## src/verilog/calc_pkg.sv

```systemverilog
package calc_pkg;

	// datapath widths
	localparam int DATA_W   = 32;	// operand and result width
	localparam int CMD_W    = 4;	// command code width
	localparam int RESP_W   = 2;	// response code width
	localparam int NUM_CHAN = 4;	// request channels sharing one execute unit
	localparam int CHAN_W   = 2;	// enough bits to name a channel
	localparam int SHAMT_W  = 5;	// shift amount bits taken from operand 2

	typedef logic [DATA_W-1:0] data_t;	// operand or result word
	typedef logic [CMD_W-1:0]  cmd_t;	// command code
	typedef logic [RESP_W-1:0] resp_t;	// response code
	typedef logic [CHAN_W-1:0] chan_t;	// channel index, 0 based

	// command codes, anything else is invalid
	localparam cmd_t CMD_NOP = 4'd0;	// nothing to do
	localparam cmd_t CMD_ADD = 4'd1;	// op1 + op2
	localparam cmd_t CMD_SUB = 4'd2;	// op1 - op2
	localparam cmd_t CMD_SHL = 4'd5;	// op1 << op2[4:0]
	localparam cmd_t CMD_SHR = 4'd6;	// op1 >> op2[4:0], logical

	// response codes
	localparam resp_t RESP_NONE = 2'd0;	// no response this cycle
	localparam resp_t RESP_OK   = 2'd1;	// data valid
	localparam resp_t RESP_ERR  = 2'd2;	// overflow or underflow
	localparam resp_t RESP_BAD  = 2'd3;	// invalid command

	// per-channel decode FSM
	typedef enum logic [1:0] {
		IDLE,		// waiting for a command strobe
		GET_OP2,	// next cycle carries operand 2
		PENDING		// request waits for the execute grant
	} dec_state_t;

endpackage

```

## src/verilog/calc_decode.sv

```systemverilog
module calc_decode (
	input  logic           c_clk,
	input  logic           arst_n,
	input  calc_pkg::cmd_t  req_cmd,	// one-cycle command strobe
	input  calc_pkg::data_t req_data,	// op1 with the strobe, op2 one cycle later
	input  logic           grant,	// execute has taken this request
	output logic           pend,	// complete request waiting
	output calc_pkg::cmd_t  pend_cmd,
	output calc_pkg::data_t pend_op1,
	output calc_pkg::data_t pend_op2
);

	calc_pkg::dec_state_t state;
	logic                 start;	// accepted command strobe

	// a command only counts in IDLE, no-ops never start anything
	assign start = (state == calc_pkg::IDLE) && (req_cmd != calc_pkg::CMD_NOP);

	always_ff @(posedge c_clk or negedge arst_n) begin
		if (!arst_n) begin
			state <= calc_pkg::IDLE;
		end else begin
			case (state)
				calc_pkg::IDLE: begin
					if (start) begin
						state <= calc_pkg::GET_OP2;	// op1 latched this edge
					end
				end
				calc_pkg::GET_OP2: begin
					state <= calc_pkg::PENDING;	// op2 latched this edge
				end
				calc_pkg::PENDING: begin
					if (grant) begin
						state <= calc_pkg::IDLE;	// execute took it, free the channel
					end
				end
				default: begin
					state <= calc_pkg::IDLE;
				end
			endcase
		end
	end

	// request payload, only meaningful while pend is high
	always_ff @(posedge c_clk) begin
		if (start) begin
			pend_cmd <= req_cmd;
			pend_op1 <= req_data;
		end
		if (state == calc_pkg::GET_OP2) begin
			pend_op2 <= req_data;
		end
	end

	assign pend = (state == calc_pkg::PENDING);	// high from E+1 until granted

endmodule

```

## src/verilog/calc_execute.sv

```systemverilog
module calc_execute (
	input  logic                          c_clk,
	input  logic                          arst_n,
	input  logic [calc_pkg::NUM_CHAN-1:0] pend,	// one bit per channel
	input  calc_pkg::cmd_t                pend_cmd [calc_pkg::NUM_CHAN],
	input  calc_pkg::data_t               pend_op1 [calc_pkg::NUM_CHAN],
	input  calc_pkg::data_t               pend_op2 [calc_pkg::NUM_CHAN],
	output logic [calc_pkg::NUM_CHAN-1:0] grant,	// lowest pending channel, one-hot
	output logic                          res_valid,
	output calc_pkg::chan_t               res_chan,
	output calc_pkg::resp_t               res_resp,
	output calc_pkg::data_t               res_data
);

	calc_pkg::chan_t                sel;	// granted channel index
	calc_pkg::cmd_t                 cmd;	// granted command
	calc_pkg::data_t                op1;
	calc_pkg::data_t                op2;
	logic [calc_pkg::SHAMT_W-1:0]   shamt;	// only the low bits of op2 shift
	logic [calc_pkg::DATA_W:0]      sum;	// carry in the top bit
	logic [calc_pkg::DATA_W:0]      diff;	// borrow in the top bit
	calc_pkg::resp_t                alu_resp;
	calc_pkg::data_t                alu_data;

	// fixed priority, walk down so the lowest pending channel wins
	always_comb begin
		grant = '0;
		sel   = '0;
		for (int i = calc_pkg::NUM_CHAN - 1; i >= 0; i--) begin
			if (pend[i]) begin
				grant    = '0;
				grant[i] = 1'b1;
				sel      = calc_pkg::chan_t'(i);
			end
		end
	end

	// operand mux from the granted channel
	assign cmd   = pend_cmd[sel];
	assign op1   = pend_op1[sel];
	assign op2   = pend_op2[sel];
	assign shamt = op2[calc_pkg::SHAMT_W-1:0];

	assign sum  = {1'b0, op1} + {1'b0, op2};
	assign diff = {1'b0, op1} - {1'b0, op2};	// top bit set when op2 > op1

	// result and error detect, data is zero unless the response is OK
	always_comb begin
		alu_resp = calc_pkg::RESP_BAD;
		alu_data = '0;
		case (cmd)
			calc_pkg::CMD_ADD: begin
				if (sum[calc_pkg::DATA_W]) begin
					alu_resp = calc_pkg::RESP_ERR;	// overflow
				end else begin
					alu_resp = calc_pkg::RESP_OK;
					alu_data = sum[calc_pkg::DATA_W-1:0];
				end
			end
			calc_pkg::CMD_SUB: begin
				if (diff[calc_pkg::DATA_W]) begin
					alu_resp = calc_pkg::RESP_ERR;	// underflow
				end else begin
					alu_resp = calc_pkg::RESP_OK;
					alu_data = diff[calc_pkg::DATA_W-1:0];
				end
			end
			calc_pkg::CMD_SHL: begin
				alu_resp = calc_pkg::RESP_OK;
				alu_data = op1 << shamt;
			end
			calc_pkg::CMD_SHR: begin
				alu_resp = calc_pkg::RESP_OK;
				alu_data = op1 >> shamt;	// logical, zero fill
			end
			default: begin
				alu_resp = calc_pkg::RESP_BAD;	// unknown code
				alu_data = '0;
			end
		endcase
	end

	// result register, one result per granted request
	always_ff @(posedge c_clk or negedge arst_n) begin
		if (!arst_n) begin
			res_valid <= 1'b0;
			res_resp  <= calc_pkg::RESP_NONE;
		end else begin
			res_valid <= |grant;
			res_resp  <= (|grant) ? alu_resp : calc_pkg::RESP_NONE;
		end
	end

	always_ff @(posedge c_clk) begin
		res_chan <= sel;	// only read while res_valid is high
		res_data <= alu_data;
	end

endmodule

```

## src/verilog/calc_result.sv

```systemverilog
module calc_result (
	input  logic            c_clk,
	input  logic            arst_n,
	input  logic            res_valid,	// one result from execute
	input  calc_pkg::chan_t res_chan,	// channel it belongs to
	input  calc_pkg::resp_t res_resp,
	input  calc_pkg::data_t res_data,
	output calc_pkg::resp_t out1_resp,
	output calc_pkg::resp_t out2_resp,
	output calc_pkg::resp_t out3_resp,
	output calc_pkg::resp_t out4_resp,
	output calc_pkg::data_t out1_data,
	output calc_pkg::data_t out2_data,
	output calc_pkg::data_t out3_data,
	output calc_pkg::data_t out4_data
);

	calc_pkg::resp_t resp_q [calc_pkg::NUM_CHAN];	// per-channel output registers
	calc_pkg::data_t data_q [calc_pkg::NUM_CHAN];

	// every channel falls back to idle each cycle, only the target gets the pulse
	always_ff @(posedge c_clk or negedge arst_n) begin
		if (!arst_n) begin
			for (int i = 0; i < calc_pkg::NUM_CHAN; i++) begin
				resp_q[i] <= calc_pkg::RESP_NONE;
				data_q[i] <= '0;
			end
		end else begin
			for (int i = 0; i < calc_pkg::NUM_CHAN; i++) begin
				if (res_valid && (res_chan == calc_pkg::chan_t'(i))) begin
					resp_q[i] <= res_resp;
					data_q[i] <= res_data;
				end else begin
					resp_q[i] <= calc_pkg::RESP_NONE;	// pulse lasts one cycle
					data_q[i] <= '0;
				end
			end
		end
	end

	// channel n maps to index n-1
	assign out1_resp = resp_q[0];
	assign out2_resp = resp_q[1];
	assign out3_resp = resp_q[2];
	assign out4_resp = resp_q[3];
	assign out1_data = data_q[0];
	assign out2_data = data_q[1];
	assign out3_data = data_q[2];
	assign out4_data = data_q[3];

endmodule

```

## src/verilog/calc_top.sv

```systemverilog
module calc_top (
	input  logic            c_clk,
	input  logic            arst_n,
	input  calc_pkg::cmd_t  req1_cmd,
	input  calc_pkg::cmd_t  req2_cmd,
	input  calc_pkg::cmd_t  req3_cmd,
	input  calc_pkg::cmd_t  req4_cmd,
	input  calc_pkg::data_t req1_data,
	input  calc_pkg::data_t req2_data,
	input  calc_pkg::data_t req3_data,
	input  calc_pkg::data_t req4_data,
	output calc_pkg::resp_t out1_resp,
	output calc_pkg::resp_t out2_resp,
	output calc_pkg::resp_t out3_resp,
	output calc_pkg::resp_t out4_resp,
	output calc_pkg::data_t out1_data,
	output calc_pkg::data_t out2_data,
	output calc_pkg::data_t out3_data,
	output calc_pkg::data_t out4_data
);

	calc_pkg::cmd_t                req_cmd  [calc_pkg::NUM_CHAN];	// inputs as arrays
	calc_pkg::data_t               req_data [calc_pkg::NUM_CHAN];
	logic [calc_pkg::NUM_CHAN-1:0] pend;
	logic [calc_pkg::NUM_CHAN-1:0] grant;
	calc_pkg::cmd_t                pend_cmd [calc_pkg::NUM_CHAN];
	calc_pkg::data_t               pend_op1 [calc_pkg::NUM_CHAN];
	calc_pkg::data_t               pend_op2 [calc_pkg::NUM_CHAN];
	logic                          res_valid;
	calc_pkg::chan_t               res_chan;
	calc_pkg::resp_t               res_resp;
	calc_pkg::data_t               res_data;

	assign req_cmd[0]  = req1_cmd;
	assign req_cmd[1]  = req2_cmd;
	assign req_cmd[2]  = req3_cmd;
	assign req_cmd[3]  = req4_cmd;
	assign req_data[0] = req1_data;
	assign req_data[1] = req2_data;
	assign req_data[2] = req3_data;
	assign req_data[3] = req4_data;

	// one decoder per channel
	for (genvar n = 0; n < calc_pkg::NUM_CHAN; n++) begin : g_dec
		calc_decode u_decode (
			.c_clk    (c_clk),
			.arst_n   (arst_n),
			.req_cmd  (req_cmd[n]),
			.req_data (req_data[n]),
			.grant    (grant[n]),
			.pend     (pend[n]),
			.pend_cmd (pend_cmd[n]),
			.pend_op1 (pend_op1[n]),
			.pend_op2 (pend_op2[n])
		);
	end

	calc_execute u_execute (	// shared by all channels
		.c_clk     (c_clk),
		.arst_n    (arst_n),
		.pend      (pend),
		.pend_cmd  (pend_cmd),
		.pend_op1  (pend_op1),
		.pend_op2  (pend_op2),
		.grant     (grant),
		.res_valid (res_valid),
		.res_chan  (res_chan),
		.res_resp  (res_resp),
		.res_data  (res_data)
	);

	calc_result u_result (
		.c_clk     (c_clk),
		.arst_n    (arst_n),
		.res_valid (res_valid),
		.res_chan  (res_chan),
		.res_resp  (res_resp),
		.res_data  (res_data),
		.out1_resp (out1_resp),
		.out2_resp (out2_resp),
		.out3_resp (out3_resp),
		.out4_resp (out4_resp),
		.out1_data (out1_data),
		.out2_data (out2_data),
		.out3_data (out3_data),
		.out4_data (out4_data)
	);

endmodule

```

## config.mk

```make
export PLATFORM = sky130hd
export DESIGN_NAME = calc_top
export DESIGN_NICKNAME = d
export VERILOG_FILES = /design/src/verilog/calc_pkg.sv /design/src/verilog/calc_decode.sv /design/src/verilog/calc_execute.sv /design/src/verilog/calc_result.sv /design/src/verilog/calc_top.sv
export SDC_FILE = /design/constraint.sdc
export NUM_CORES = 1
export LEC_CHECK = 0
export BUFFER_PORTS_ARGS = -buffer_cell sky130_fd_sc_hd__clkbuf_2
export CORE_ASPECT_RATIO = 1.4
export CORE_MARGIN = 8
export CORE_UTILIZATION = 45
export DETAILED_ROUTE_END_ITERATION = 6
export PLACE_DENSITY_LB_ADDON = 0.25
export SYNTH_ARGS = -nofsm -noshare
export SYNTH_HDL_FRONTEND = slang
export SYNTH_HIERARCHICAL = 1
export SYNTH_SLANG_ARGS = --single-unit
```

## constraint.sdc

```tcl
create_clock -name c_clk -period 5.7 [get_ports c_clk]
set_input_delay 0.57 -clock c_clk [delete_from_list [all_inputs] [get_ports c_clk]]
set_output_delay 0.57 -clock c_clk [all_outputs]
set_load 0.1 [all_outputs]
```

Yosys cells after proc, flatten, opt, wreduce, memory -nomap -nowiden:

Index checks and enable logic that the tools add are counted.

* add/sub/neg operators: 2
* magnitude comparators: 1
* equal/unequal tests: 23
* shift operators: 2
* mux-type cells: 44
* bitwise operators: 1
* reduce and logical (&&, ||, !) cells: 23

Operator list (number)
* 32-bit two-way mux: 10
* 32-bit binary-select mux with 2-bit select: 2
* 32-bit case mux with 4 select lines: 1
* 2-bit two-way mux: 19
* 32-bit by 32-bit adder with 33-bit output: 1
* 32-bit by 32-bit subtractor with 33-bit output: 1
* 32-bit by 5-bit left shift with 32-bit output: 1
* 32-bit by 5-bit right shift with 32-bit output: 1
* 2-bit case mux with 3 select lines: 5
* 4-bit two-way mux: 6
* 4-bit nonzero test: 4
* 2-bit == test (second input constant): 6
* 2-bit by 1-bit == test with 1-bit output (second input constant): 5
* 2-bit logical NOT: 5
* 4-bit binary-select mux with 2-bit select: 1
* 4-bit by 3-bit == test with 1-bit output (second input constant): 2
* 1-bit logical AND: 8
* 2-bit by 1-bit inequality test with 1-bit output (second input constant): 4
* 2-bit inequality test (second input constant): 4
* 2-bit AND reduction: 4
* 4-bit by 1-bit == test with 1-bit output (second input constant): 1
* 4-bit by 2-bit == test with 1-bit output (second input constant): 1
* 4-bit OR reduction: 1
* 3-bit greater-or-equal comparator (second input constant): 1
* other kinds (2): 2

* flip-flop bits (word level): 453
* input port bits: 146
* output and inout bits: 136
* logic and storage cells: 124

Longest topological paths before layout:

Gate-level depths: netlist (run 1).

* depth after elaboration: 13
* depth in mapped cells: 23
* depth with buffers taken out: 17

Hierarchy:

Netlist (run 1), hierarchy kept.

Modules (own cells, without submodules)
* calc_execute: instances 1, cells an instance 1163, area an instance 9653.0 sq um, seq. area each 755.7 sq um
* calc_decode: instances 4, cells an instance 77, area an instance 2133.3 sq um, seq. area each 2092.0 sq um
* calc_result: instances 1, cells an instance 317, area an instance 5159.9 sq um, seq. area each 3403.3 sq um

Least setup slack after synthesis (run 1):

No wires, ideal clock.

* kind: register -> register
* start: register g_dec[3].u_decode.state[0]
* end: register u_execute.res_data[10]
* library setup time: 0.079 ns
* data arrival time: 5.114 ns
* required time: 5.621 ns
* slack: 0.507 ns
* cell stages (with the launch flop): 21
* buffers on the path: 6
* period minus slack after synthesis: 5.193 ns
* cell sequence: dfrtp_1 > and2b_1 > nand2b_4 > a21oi_4 > buf_6 > buf_6 > buf_2 > buf_2 > mux4_2 > ha_1 > buf_2 > nor4_1 > nand3_1 > a31oi_1 > a2111oi_4 > o211ai_1 > a21oi_2 > or2_4 > buf_6 > o221a_1 > o211ai_1

* cells in the longest elaborated chain, start to end: 12
* elaborated cells between the ends (all ways): 26
* those cells by class: add/sub: 2; eq/ne: 5; shift: 2; mux: 16; bitwise: 1

Ends and longest elaborated chain
* start, declared: RTL line calc_decode.sv:13 `calc_pkg::dec_state_t state;`
* start signal, assigned: RTL line calc_decode.sv:21 `state <= calc_pkg::IDLE;`
* start signal, assigned: RTL line calc_decode.sv:26 `state <= calc_pkg::GET_OP2;`
* start signal, assigned: RTL line calc_decode.sv:30 `state <= calc_pkg::PENDING;`
* 2-bit == test *: RTL line calc_decode.sv:55 `assign pend = (state == calc_pkg::PENDING);`
* via pend, one bit: RTL line calc_top.sv:24 `logic [calc_pkg::NUM_CHAN-1:0] pend;`
* 2-bit two-way mux * (4 in series): RTL line calc_execute.sv:30 `if (pend[i]) begin`
* via u_execute.sel[0]: RTL line calc_execute.sv:15 `calc_pkg::chan_t sel;`
* 2-bit NOT with 3-bit output (implied by the code) *: RTL line calc_execute.sv:39, calc_execute.sv:40, calc_execute.sv:41
* 32-bit binary-select mux with 2-bit select, on equally long branches: RTL line calc_execute.sv:40, calc_execute.sv:41
* 32-bit two-way mux, on equally long branches (2 in series): RTL line calc_execute.sv:40, calc_execute.sv:41
* 32-bit by 32-bit subtractor with 33-bit output or 32-bit by 32-bit adder with 33-bit output (tied branches): RTL line calc_execute.sv:45, calc_execute.sv:44
* 32-bit two-way mux, on equally long branches: RTL line calc_execute.sv:61, calc_execute.sv:53
* 32-bit case mux with 4 select lines *: RTL line calc_execute.sv:51 `case (cmd)`
* via u_execute.alu_data[10]: RTL line calc_execute.sv:23 `calc_pkg::data_t alu_data;`
* end signal, assigned: RTL line calc_execute.sv:96 `res_data <= alu_data;`
* end, declared: RTL line calc_execute.sv:12 `output calc_pkg::data_t res_data`

The timed path passes the listed nets; every way through them passes the cells marked *. The select of a mux whose other input is x is not followed.
A chain may end at the register's enable or synchronous reset.

Final worst setup path (run 1):

* start: register g_dec[2].u_decode.state[1]
* end: register u_execute.res_data[27]

* cells in the longest elaborated chain, start to end: 11
* elaborated cells between the ends (all ways): 25
* those cells by class: add/sub: 2; eq/ne: 5; shift: 2; mux: 15; bitwise: 1

Ends and longest elaborated chain (RTL line)
* start, declared: calc_decode.sv:13
* start signal, assigned: calc_decode.sv:21
* start signal, assigned: calc_decode.sv:26
* start signal, assigned: calc_decode.sv:30
* 2-bit == test *: calc_decode.sv:55
* via pend, one bit: calc_top.sv:24
* 2-bit two-way mux * (3 in series): calc_execute.sv:30
* 2-bit NOT with 3-bit output (implied by the code) *: calc_execute.sv:39, calc_execute.sv:40, calc_execute.sv:41
* 32-bit binary-select mux with 2-bit select, on equally long branches: calc_execute.sv:40, calc_execute.sv:41
* 32-bit two-way mux, on equally long branches (2 in series): calc_execute.sv:40, calc_execute.sv:41
* 32-bit by 32-bit subtractor with 33-bit output or 32-bit by 32-bit adder with 33-bit output (tied branches): calc_execute.sv:45, calc_execute.sv:44
* 32-bit two-way mux, on equally long branches: calc_execute.sv:61, calc_execute.sv:53
* 32-bit case mux with 4 select lines *: calc_execute.sv:51
* via u_execute.alu_data[27]: calc_execute.sv:23

Marked as above.

==> flow_summary.ini, run 1 <==
[synthesis]
yosys_warnings = 6
synth_top_cell_area_share = 0.350
syn_area_sq_um = 23300
dominantRegCellSynth = edfxtp_1
synthesis.instances = 1788
synth.distinct_cells = 88
synth_edf_count = 272
synthArstFlopShare = 0.325
synth_area_leader_cell = edfxtp_1
syn_nets = 2002
avgSynthCellArea_sq_um = 13.1
synth_area_leaders = edfxtp_1 (35%), dfrtp_1 (16%), mux2i_1 (7.6%), mux4_2 (5.6%), ha_1 (3.5%)
ys_seq_area_frac = 0.537
synth-seq-cells = 453

[final_layout]
nets = 2278
area_delta_synth_final_pct = 15.4
drive_above_1_share = 0.265
layout_commonest_cell = clkbuf_2
mostFrequentLayoutCells = clkbuf_2 (280), edfxtp_1 (272), mux2i_1 (177), dfrtp_1 (146)

[clocking]
insertion_delay_ns = 0.58
clock_path_buffers = 3
cts-root-buf = clkbuf_16
cts_max_level = 2
hold_buffers = 0
cts_sinks = 453
post_cts_resized = 0
postCtsSetupBuffers = 0
cts_made_buffers = 44
clk_pin_slew_ns = 0.07
cts_tree = yes

[routing]
avgRoutedWirePerCell_microns = 27.1
dr.first_iter.drc_count = 1276
drtPass1Iterations = 5
drc = 0
vias = 16612
vias_per_cell = 6.03
drtAntennaViolNets = 0
routed_wl_microns = 74700

[grt]
grt_max_degree = 137
grt.overflow.total = 0
antenna_found_initial = 0
grt_pass1_vias = 17223
grt_pass1_wl_microns = 111000
grt_usage = 0.245

[timing]
worst_slew_pin_slew_ns = 1.01
hold_viol_final = 0
setup_tns_ns = 0
fin_skew_ns = 0.0261
min_period_ns = 5.35
fin_crit_sh = 0.938
setup_viol = 0
max_freq_mhz = 187
rsz0062_at_grt = false
slew_headroom = 0.327
drv_slew = 0

[placed_design]
port-buffer-count = 281
place_congestion = 0.984
dpl.hpwl_microns = 57100

[die]
core-area_sq_um = 51700
die_w_microns = 209
dieArea_sq_um = 59500
rows = 99
boundaryPins = 282
initial_core_util = 0.452
die_height_microns = 286

[worst_setup_path]
crit_required_ns = 6.15
end_kind = flop
start_kind = flop
critPathKind = reg -> reg
path_max_fanout = 23
arrival_ns = 5.80

[outcome]
outcome = complete, no violations

[job]
maxCapViolCount = 0

[min_path]
min_path_type = in -> async
==> critical path, stage by stage, from the launching register on <==
cell	delay, ns
dfrtp_1	0.44
and2b_1	0.24
nand2b_4	0.17
a21oi_4	0.23
buf_12	0.25
buf_12	0.22
mux4_2	0.64
ha_1	0.37
buf_4	0.18
and3b_1	0.20
o21ai_0	0.13
o21ai_0	0.17
a211oi_2	0.31
o2111ai_1	0.26
buf_4	0.24
o311a_1	0.40
buf_4	0.18
a21bo_2	0.24
a221oi_1	0.26
o21ai_1	0.11
==> cell families (layout without fill, tap and decap cells) <==
| kind of cell | after synthesis | count (layout) | share of synthesized area |
|---|---|---|---|
| buf+inv | 211 | 520 | 0.0497 |
| other cells | 0 | 1 | 0 |
| flops | 453 | 453 | 0.537 |
| xor+xnor | 11 | 11 | 0.00413 |
| simple gates | 470 | 470 | 0.128 |
| fa+ha+maj | 68 | 68 | 0.0371 |
| mux | 249 | 249 | 0.143 |
| compound gates | 326 | 326 | 0.101 |
==> synthesized netlist by cell type, types with 26 or more instances <==
| library cell | instances |
|---|---|
| dfxtp_1 | 34 |
| nand2_1 | 89 |
| nand3_1 | 26 |
| edfxtp_1 | 272 |
| and4b_1 | 68 |
| clkbuf_1 | 33 |
| buf_6 | 31 |
| mux4_2 | 58 |
| nor2_1 | 90 |
| dfrtp_1 | 147 |
| inv_1 | 70 |
| a221oi_1 | 27 |
| ha_1 | 66 |
| and4_1 | 36 |
| o21ai_0 | 34 |
| a21oi_1 | 63 |
| mux2i_1 | 177 |
| buf_2 | 55 |
| nor3_1 | 38 |
==> routing by layer <==
metal,wire length (microns),global-route usage,up-vias
li1,-,-,7510
met1,30100,0.300,8272
met2,36500,0.417,666
met3,4570,0.0451,164
met4,3480,0.113,0
met5,0,0,-
==> flip-flops by register name, indices dropped and copies added (netlist names), 8 cells and up <==
name and cells:
g_dec.u_decode/pend_cmd 16, g_dec.u_decode/pend_op1 128, g_dec.u_decode/pend_op2 128, g_dec.u_decode/state 8, u_execute/res_data 32, u_result/out1_data 32, u_result/out2_data 32, u_result/out3_data 32
u_result/out4_data 32
==> final timing paths <==
kind	slack, ns	cells after the start	end	start
min in group c_clk	0.19	1	g_dec[3].u_decode/pend_op1[9]$_DFFE_PP_	req4_data[9]
max in group asynchronous	4.43	2	u_execute/res_valid$_DFF_PN0_	arst_n
max reg2reg	0.35	19	u_execute/res_data[27]$_DFF_P_	g_dec[2].u_decode/state[1]$_DFFE_PN0P_
min reg2reg	0.49	1	u_result/out1_data[22]$_DFF_PN0_	u_execute/res_data[22]$_DFF_P_
min	0.09	1	u_result/out1_data[14]$_DFF_PN0_	arst_n
max	0.35	19	u_execute/res_data[27]$_DFF_P_	g_dec[2].u_decode/state[1]$_DFFE_PN0P_
==> through the flow <==
stage / hold WS [ns] / util / instances / area, sq um / setup slack [ns]
after floorplan: 0.274 / - / 1788 / 23300 / 0.507
after global placement: 0.470 / 0.493 / 2674 / 25500 / 0.448
after detailed placement: 0.483 / 0.493 / 2674 / 25500 / 0.398
after CTS: 0.107 / 0.522 / 2753 / 26900 / 0.401
after global routing: 0.164 / 0.522 / 2753 / 26900 / 0.125
final: 0.0908 / 0.522 / 2754 / 27000 / 0.354
==> final cells by class <==
type	instances	area, sq um
fillers	4443	24700
flip-flops and latches	453	12500
multi-input cells	1124	9720
repair buffers	367	2120
clock buffers	55	1260
well taps	656	821
inverters	74	282
clock inverters	24	219
diodes	1	2.50
Power of run 1 is left out: the tool's default activity adds up to more than one toggle a clock period on the data nets, which glitch-free logic cannot reach.
==> run 2: changes to the inputs <==
--- a/config.mk
+++ b/config.mk
@@ -7,9 +7,10 @@
 export LEC_CHECK = 0
 export BUFFER_PORTS_ARGS = -buffer_cell sky130_fd_sc_hd__clkbuf_2
 export CORE_ASPECT_RATIO = 1.4
-export CORE_MARGIN = 8
+export CORE_MARGIN = 5
 export CORE_UTILIZATION = 45
 export DETAILED_ROUTE_END_ITERATION = 6
+export GPL_TIMING_DRIVEN = 0
 export PLACE_DENSITY_LB_ADDON = 0.25
 export SYNTH_ARGS = -nofsm -noshare
 export SYNTH_HDL_FRONTEND = slang
==> run 2 against run 1 <==
  * Non-clock buffer count is 85 higher
  * Clock-buffer cell count is 5 higher
  * Die area is 4.9% lower
  * Via count is 5.1% higher
  * Clock skew is 0.0016 ns lower
  * Worst setup slack worse by 0.26 ns
  * Critical path depth is 1 higher
  * Register-to-register slack worse by 0.26 ns
  * Cell area is 4.1% higher
  * Global-route usage is 4.1 points higher
  * Fmax is 4.7% lower
  * Cell count is 2.9% higher
  * Highest routed layer unchanged
==> flow_summary.ini, run 2 (synthesis gave the netlist of run 1 again) <==
[outcome]
outcome = complete, no violations

[worst_setup_path]
worst-path-buf-inv = 8
slowest_delay_ns = 0.80
worstPathCellList = and2b_2 -> nor2_4 -> o21ai_4 -> inv_4 -> buf_8 -> buf_8 -> buf_6 -> clkbuf_8 -> mux4_2 -> ha_1 -> nor4_2 -> nand3_1 -> o211ai_1 -> buf_4 -> a21oi_4 -> buf_12 -> or2_4 -> buf_4 -> o221a_2 -> o211ai_1
path_max_fanout = 10
crit_required_ns = 6.17
start_kind = flop
cpMaxStageDelayCell = nor4_2
end_kind = flop
critPathKind = reg -> reg
arrival_ns = 6.08
crit_family = simple AND/OR/NAND/NOR gates

[final_layout]
mostFrequentLayoutCells = clkbuf_2 (287), edfxtp_1 (272), mux2i_1 (177), dfrtp_1 (146), nand2_1 (89)
diodes = 0
layout_commonest_cell = clkbuf_2
fillers = 4382
area_delta_synth_final_pct = 20.2
drive_above_1_share = 0.304
nets = 2364
final_util = 0.548
reg.largest.list = g_dec.u_decode/pend_op1: 128 flops, g_dec.u_decode/pend_op2: 128 flops

[grt]
grt_busiest_layer = met2
global_route.usage.met2 = 0.501
grt_max_degree = 122
grt_pass1_vias = 18306
antenna_found_initial = 0
grt_usage = 0.286
grt_pass1_wl_microns = 121000
use_met3 = 0.0421
grt.overflow.total = 0
grt_use_met1 = 0.349

[routing]
vias_per_cell = 6.16
drc = 0
drtPass1Iterations = 5
vias = 17461
drtAntennaViolNets = 0
avgRoutedWirePerCell_microns = 29.0
dr.first_iter.drc_count = 1279
routed_wl_microns = 82300

[clocking]
cts-root-buf = clkbuf_16
cts_made_buffers = 45
cts_tree = yes
insertion_delay_ns = 0.59
clock_path_buffers = 3
cts_max_level = 2
clk_pin_slew_ns = 0.08
cts_sinks = 453

[die]
core-area_sq_um = 51300
rows = 98
die_w_microns = 203
boundaryPins = 282
dieArea_sq_um = 56600
die_height_microns = 280
initial_core_util = 0.455

[timing]
slew_headroom = 0.251
setup_viol = 0
fin_skew_ns = 0.0245
max_freq_mhz = 178
fin_crit_sh = 0.984
worst_slew_pin_slew_ns = 1.09
drv_slew = 0
min_period_ns = 5.61
hold_viol_final = 0

[min_path]
min_path_type = in -> reg

[placed_design]
dpl.hpwl_microns = 65200
place_congestion = 1.05
port-buffer-count = 281

[job]
maxCapViolCount = 0
run 2: cell types whose count changed in the layout (fill, tap and decap cells not counted), sizes merged:
cell         before  now
buf              87  138
bufinv            3    4
clkbuf          335  373
clkinv           18   17
clkinvlp          1    2
diode             1    0
dlygate4sd3       0    1
inv              76   73
run 2: path summary, 6_finish.rpt:
check                                                            start                                        to  slack, ns  cells past startpoint
worst max-delay path            g_dec[0].u_decode/state[1]$_DFFE_PN0P_            u_execute/res_data[24]$_DFF_P_       0.09                     20
worst min-delay path                                     req1_data[11]  g_dec[0].u_decode/pend_op2[11]$_DFFE_PN_       0.17                      1
worst max register to register  g_dec[0].u_decode/state[1]$_DFFE_PN0P_            u_execute/res_data[24]$_DFF_P_       0.09                     20
worst min register to register  g_dec[2].u_decode/state[0]$_DFFE_PN0P_    g_dec[2].u_decode/state[0]$_DFFE_PN0P_       0.49                      1
max in group asynchronous                                       arst_n    g_dec[2].u_decode/state[1]$_DFFE_PN0P_       4.37                      3
min in group asynchronous                                       arst_n          u_result/out3_data[15]$_DFF_PN0_       0.45                      2
run 2: final cells by class:
| cell class | instances | area, sq um | share of cell area |
|---|---|---|---|
| Buffer | 127 | 977 | 0.0348 |
| Clock buffer | 60 | 1280 | 0.0458 |
| Tap cell | 650 | 813 | 0.0290 |
| Timing Repair Buffer | 325 | 1910 | 0.0681 |
| Clock inverter | 22 | 233 | 0.00829 |
| Inverter | 74 | 285 | 0.0102 |
| Sequential cell | 453 | 12500 | 0.446 |
| Multi-Input combinational cell | 1124 | 10000 | 0.357 |
run 2: metal layers:
metal  wire length, microns  vias up
met5                      0        -
met4                   4680        0
met3                   5220      203
met2                  41400      862
met1                  31000     8701
li1                       -     7695
run 2: repair_timing:
action	4_1_cts	5_1_grt
hold buffers	1	0
buffers inserted	13	8
setup endpoints to repair	34	33
resized for setup	66	67
pin swaps	7	8
hold endpoints to repair	26	0
run 2: through the flow:
step	instance area [sq um]	setup slack, ns	cells	hold slack (ns)	setup TNS, ns
finish	28100	0.0891	2835	0.173	0
global route	28100	-0.0863	2835	0.159	-0.101
CTS	27800	0.00593	2833	0.140	0
detailed placement	25900	-2.23	2741	0.468	-68.15
global placement	25600	-2.20	2719	0.453	-156.97
floorplan	23300	0.507	1788	0.274	0
Power of run 2 is left out for the same reason.
==> run 3: changes to the inputs <==
--- a/config.mk
+++ b/config.mk
@@ -11,6 +11,7 @@
 export CORE_UTILIZATION = 45
 export DETAILED_ROUTE_END_ITERATION = 6
 export GPL_TIMING_DRIVEN = 0
+export MAX_ROUTING_LAYER = met4
 export PLACE_DENSITY_LB_ADDON = 0.25
 export SYNTH_ARGS = -nofsm -noshare
 export SYNTH_HDL_FRONTEND = slang
==> constraint.sdc (replaced) <==
create_clock -name c_clk -period 5.7 [get_ports c_clk]
set_input_delay 1.14 -clock c_clk [delete_from_list [all_inputs] [get_ports c_clk]]
set_output_delay 1.14 -clock c_clk [all_outputs]
set_load 0.1 [all_outputs]
==> run 3 against run 2 <==
  * Cell area down 0.56%
  * Hold slack improved by 0.32 ns
  * Register-to-register slack got worse by 0.03 ns
  * Critical path depth unchanged
  * Die area stayed put
  * First-iteration DRC count is 1.6% higher
  * Worst setup slack worse by 0.030 ns
  * Fmax shrank 0.52%
  * Wire length rose by 3.0%
  * Utilization fell by 0.31 points
  * Critical endpoint is now u_execute/res_data[22]$_DFF_P_
==> flow_summary.ini, run 3 (synthesis gave the netlist of run 1 again) <==
[outcome]
outcome = complete, no violations

[final_layout]
mostFrequentLayoutCells = clkbuf_2 (288), edfxtp_1 (272), mux2i_1 (177), dfrtp_1 (146)
area_delta_synth_final_pct = 19.5
nets = 2363
postLayoutCellArea_sq_um = 27900
reg.largest.list = g_dec.u_decode/pend_op1: 128 flops, g_dec.u_decode/pend_op2: 128 flops
layout_commonest_cell = clkbuf_2
drive_above_1_share = 0.300

[clocking]
cts_sinks = 453
cts_made_buffers = 42
cts-root-buf = clkbuf_16
hold_buffers = 0
insertion_delay_ns = 0.57
cts_max_level = 2
clk_pin_slew_ns = 0.06
clock_path_buffers = 3
cts_tree = yes

[timing]
drv_slew = 0
slew_headroom = 0.268
max_freq_mhz = 177
fin_crit_sh = 0.990
hold_viol_final = 0
fin_skew_ns = 0.0106
worst_slew_pin_slew_ns = 1.09
min_period_ns = 5.64
setup_viol = 0

[die]
rows = 98
boundaryPins = 282
die_height_microns = 280
core-area_sq_um = 51300
die_w_microns = 203
dieArea_sq_um = 56600
initial_core_util = 0.455

[routing]
drtAntennaViolNets = 0
routed_wl_microns = 84700
avgRoutedWirePerCell_microns = 29.9
drc = 0
vias_per_cell = 6.16
drtPass1Iterations = 6
dr.first_iter.drc_count = 1299
vias = 17467

[worst_setup_path]
path_max_fanout = 10
end_kind = flop
slowest_delay_ns = 0.47
arrival_ns = 6.14
worstPathCellList = and2b_2 -> nor2_4 -> o21ai_4 -> inv_4 -> buf_6 -> buf_8 -> buf_6 -> clkbuf_8 -> mux4_2 -> ha_1 -> clkbuf_4 -> a2111o_1 -> o211ai_1 -> o2111ai_2 -> nand3_2 -> o21a_1 -> buf_2 -> buf_4 -> nand3_1 -> nand4_1
critPathKind = reg -> reg
crit_top_cell = buf_6
start_kind = flop
crit_required_ns = 6.19
cpMaxStageDelayCell = a2111o_1

[placed_design]
dpl.hpwl_microns = 67300
dpl_cell_area_sq_um = 25900
port-buffer-count = 281
place_congestion = 1.08

[min_path]
min_path_type = reg -> reg

[job]
maxCapViolCount = 0

[grt]
grt.overflow.total = 0
grt_pass1_vias = 18176
grt_usage = 0.304
grt_pass1_wl_microns = 123000
grt_max_degree = 99
antenna_found_initial = 1
[run 3: cell types whose count changed in the layout (fill, tap and decap cells not counted), moves of 3 or more]
cell	delta
clkbuf_4	-3
clkbuf_1	+5
a221oi_2	+3
a221oi_1	-4
buf_4	+3
bufinv_16	-3
clkbuf_8	-3
clkinv_2	-3
clkinv_1	+3
buf_6	+4
[run 3: metal layers]
layer	GRT usage	vias up	routed length (microns)
li1	-	7683	-
met1	0.356	8770	31900
met2	0.520	788	42800
met3	0.0420	226	4960
met4	0.144	0	5110
met5	-	-	0
[run 3: worst max-delay path: cells and delay by family (launching register included)]
family,cells,cell delay [ns]
DFF,1,0.44
adders and majority gates,1,0.33
buffers and inverters,8,1.73
and+or+nand+nor,5,1.20
muxes,1,0.35
AOI/OAI and AO/OA,5,1.43
[run 3: final cells by class]
| class | count | area (sq um) |
|---|---|---|
| diodes | 1 | 2.50 |
| plain buffers | 127 | 993 |
| clock buffers | 61 | 1210 |
| clock inverters | 17 | 116 |
| fillers | 4423 | 23300 |
| inverters | 74 | 283 |
| multi-input cells | 1124 | 10000 |
| flip-flops and latches | 453 | 12500 |
| well taps | 650 | 813 |
| repair buffers | 327 | 1910 |
[run 3: worst paths after layout]
kind,depth (start not counted),slack [ns],endpoint,startpoint
hold reg to reg,1,0.49,u_result/out1_data[22]$_DFF_PN0_,u_execute/res_data[22]$_DFF_P_
min in group asynchronous,1,0.51,u_result/out3_data[15]$_DFF_PN0_,arst_n
max in group asynchronous,2,4.34,g_dec[2].u_decode/state[1]$_DFFE_PN0P_,arst_n
setup reg to reg,20,0.06,u_execute/res_data[22]$_DFF_P_,g_dec[0].u_decode/state[1]$_DFFE_PN0P_
setup / recovery,20,0.06,u_execute/res_data[22]$_DFF_P_,g_dec[0].u_decode/state[1]$_DFFE_PN0P_
hold / removal,1,0.49,u_result/out1_data[22]$_DFF_PN0_,u_execute/res_data[22]$_DFF_P_
[run 3: stage by stage]
| stage | TNS (ns) | setup WS (ns) | hold WS, ns | instances | util |
|---|---|---|---|---|---|
| 6_report | 0 | 0.0595 | 0.491 | 2834 | 0.545 |
| 5_1_grt | -0.0133 | -0.00529 | 0.514 | 2834 | 0.545 |
| 4_1_cts | 0 | 0.00320 | 0.497 | 2827 | 0.539 |
| 3_5_place_dp | -66.92 | -2.29 | 0.487 | 2740 | 0.506 |
| 3_3_place_gp | -233.34 | -2.37 | 0.452 | 2719 | 0.499 |
| 2_1_floorplan | 0 | 0.507 | 0.439 | 1788 | - |
[run 3: timing repair]
| item | 4_1_cts | 5_1_grt |
|---|---|---|
| setup buffers | 12 | 13 |
| setup endpoints to repair | 34 | 34 |
| resized for setup | 81 | 49 |
| pin swaps | 9 | 8 |
Power of run 3 is left out for the same reason.
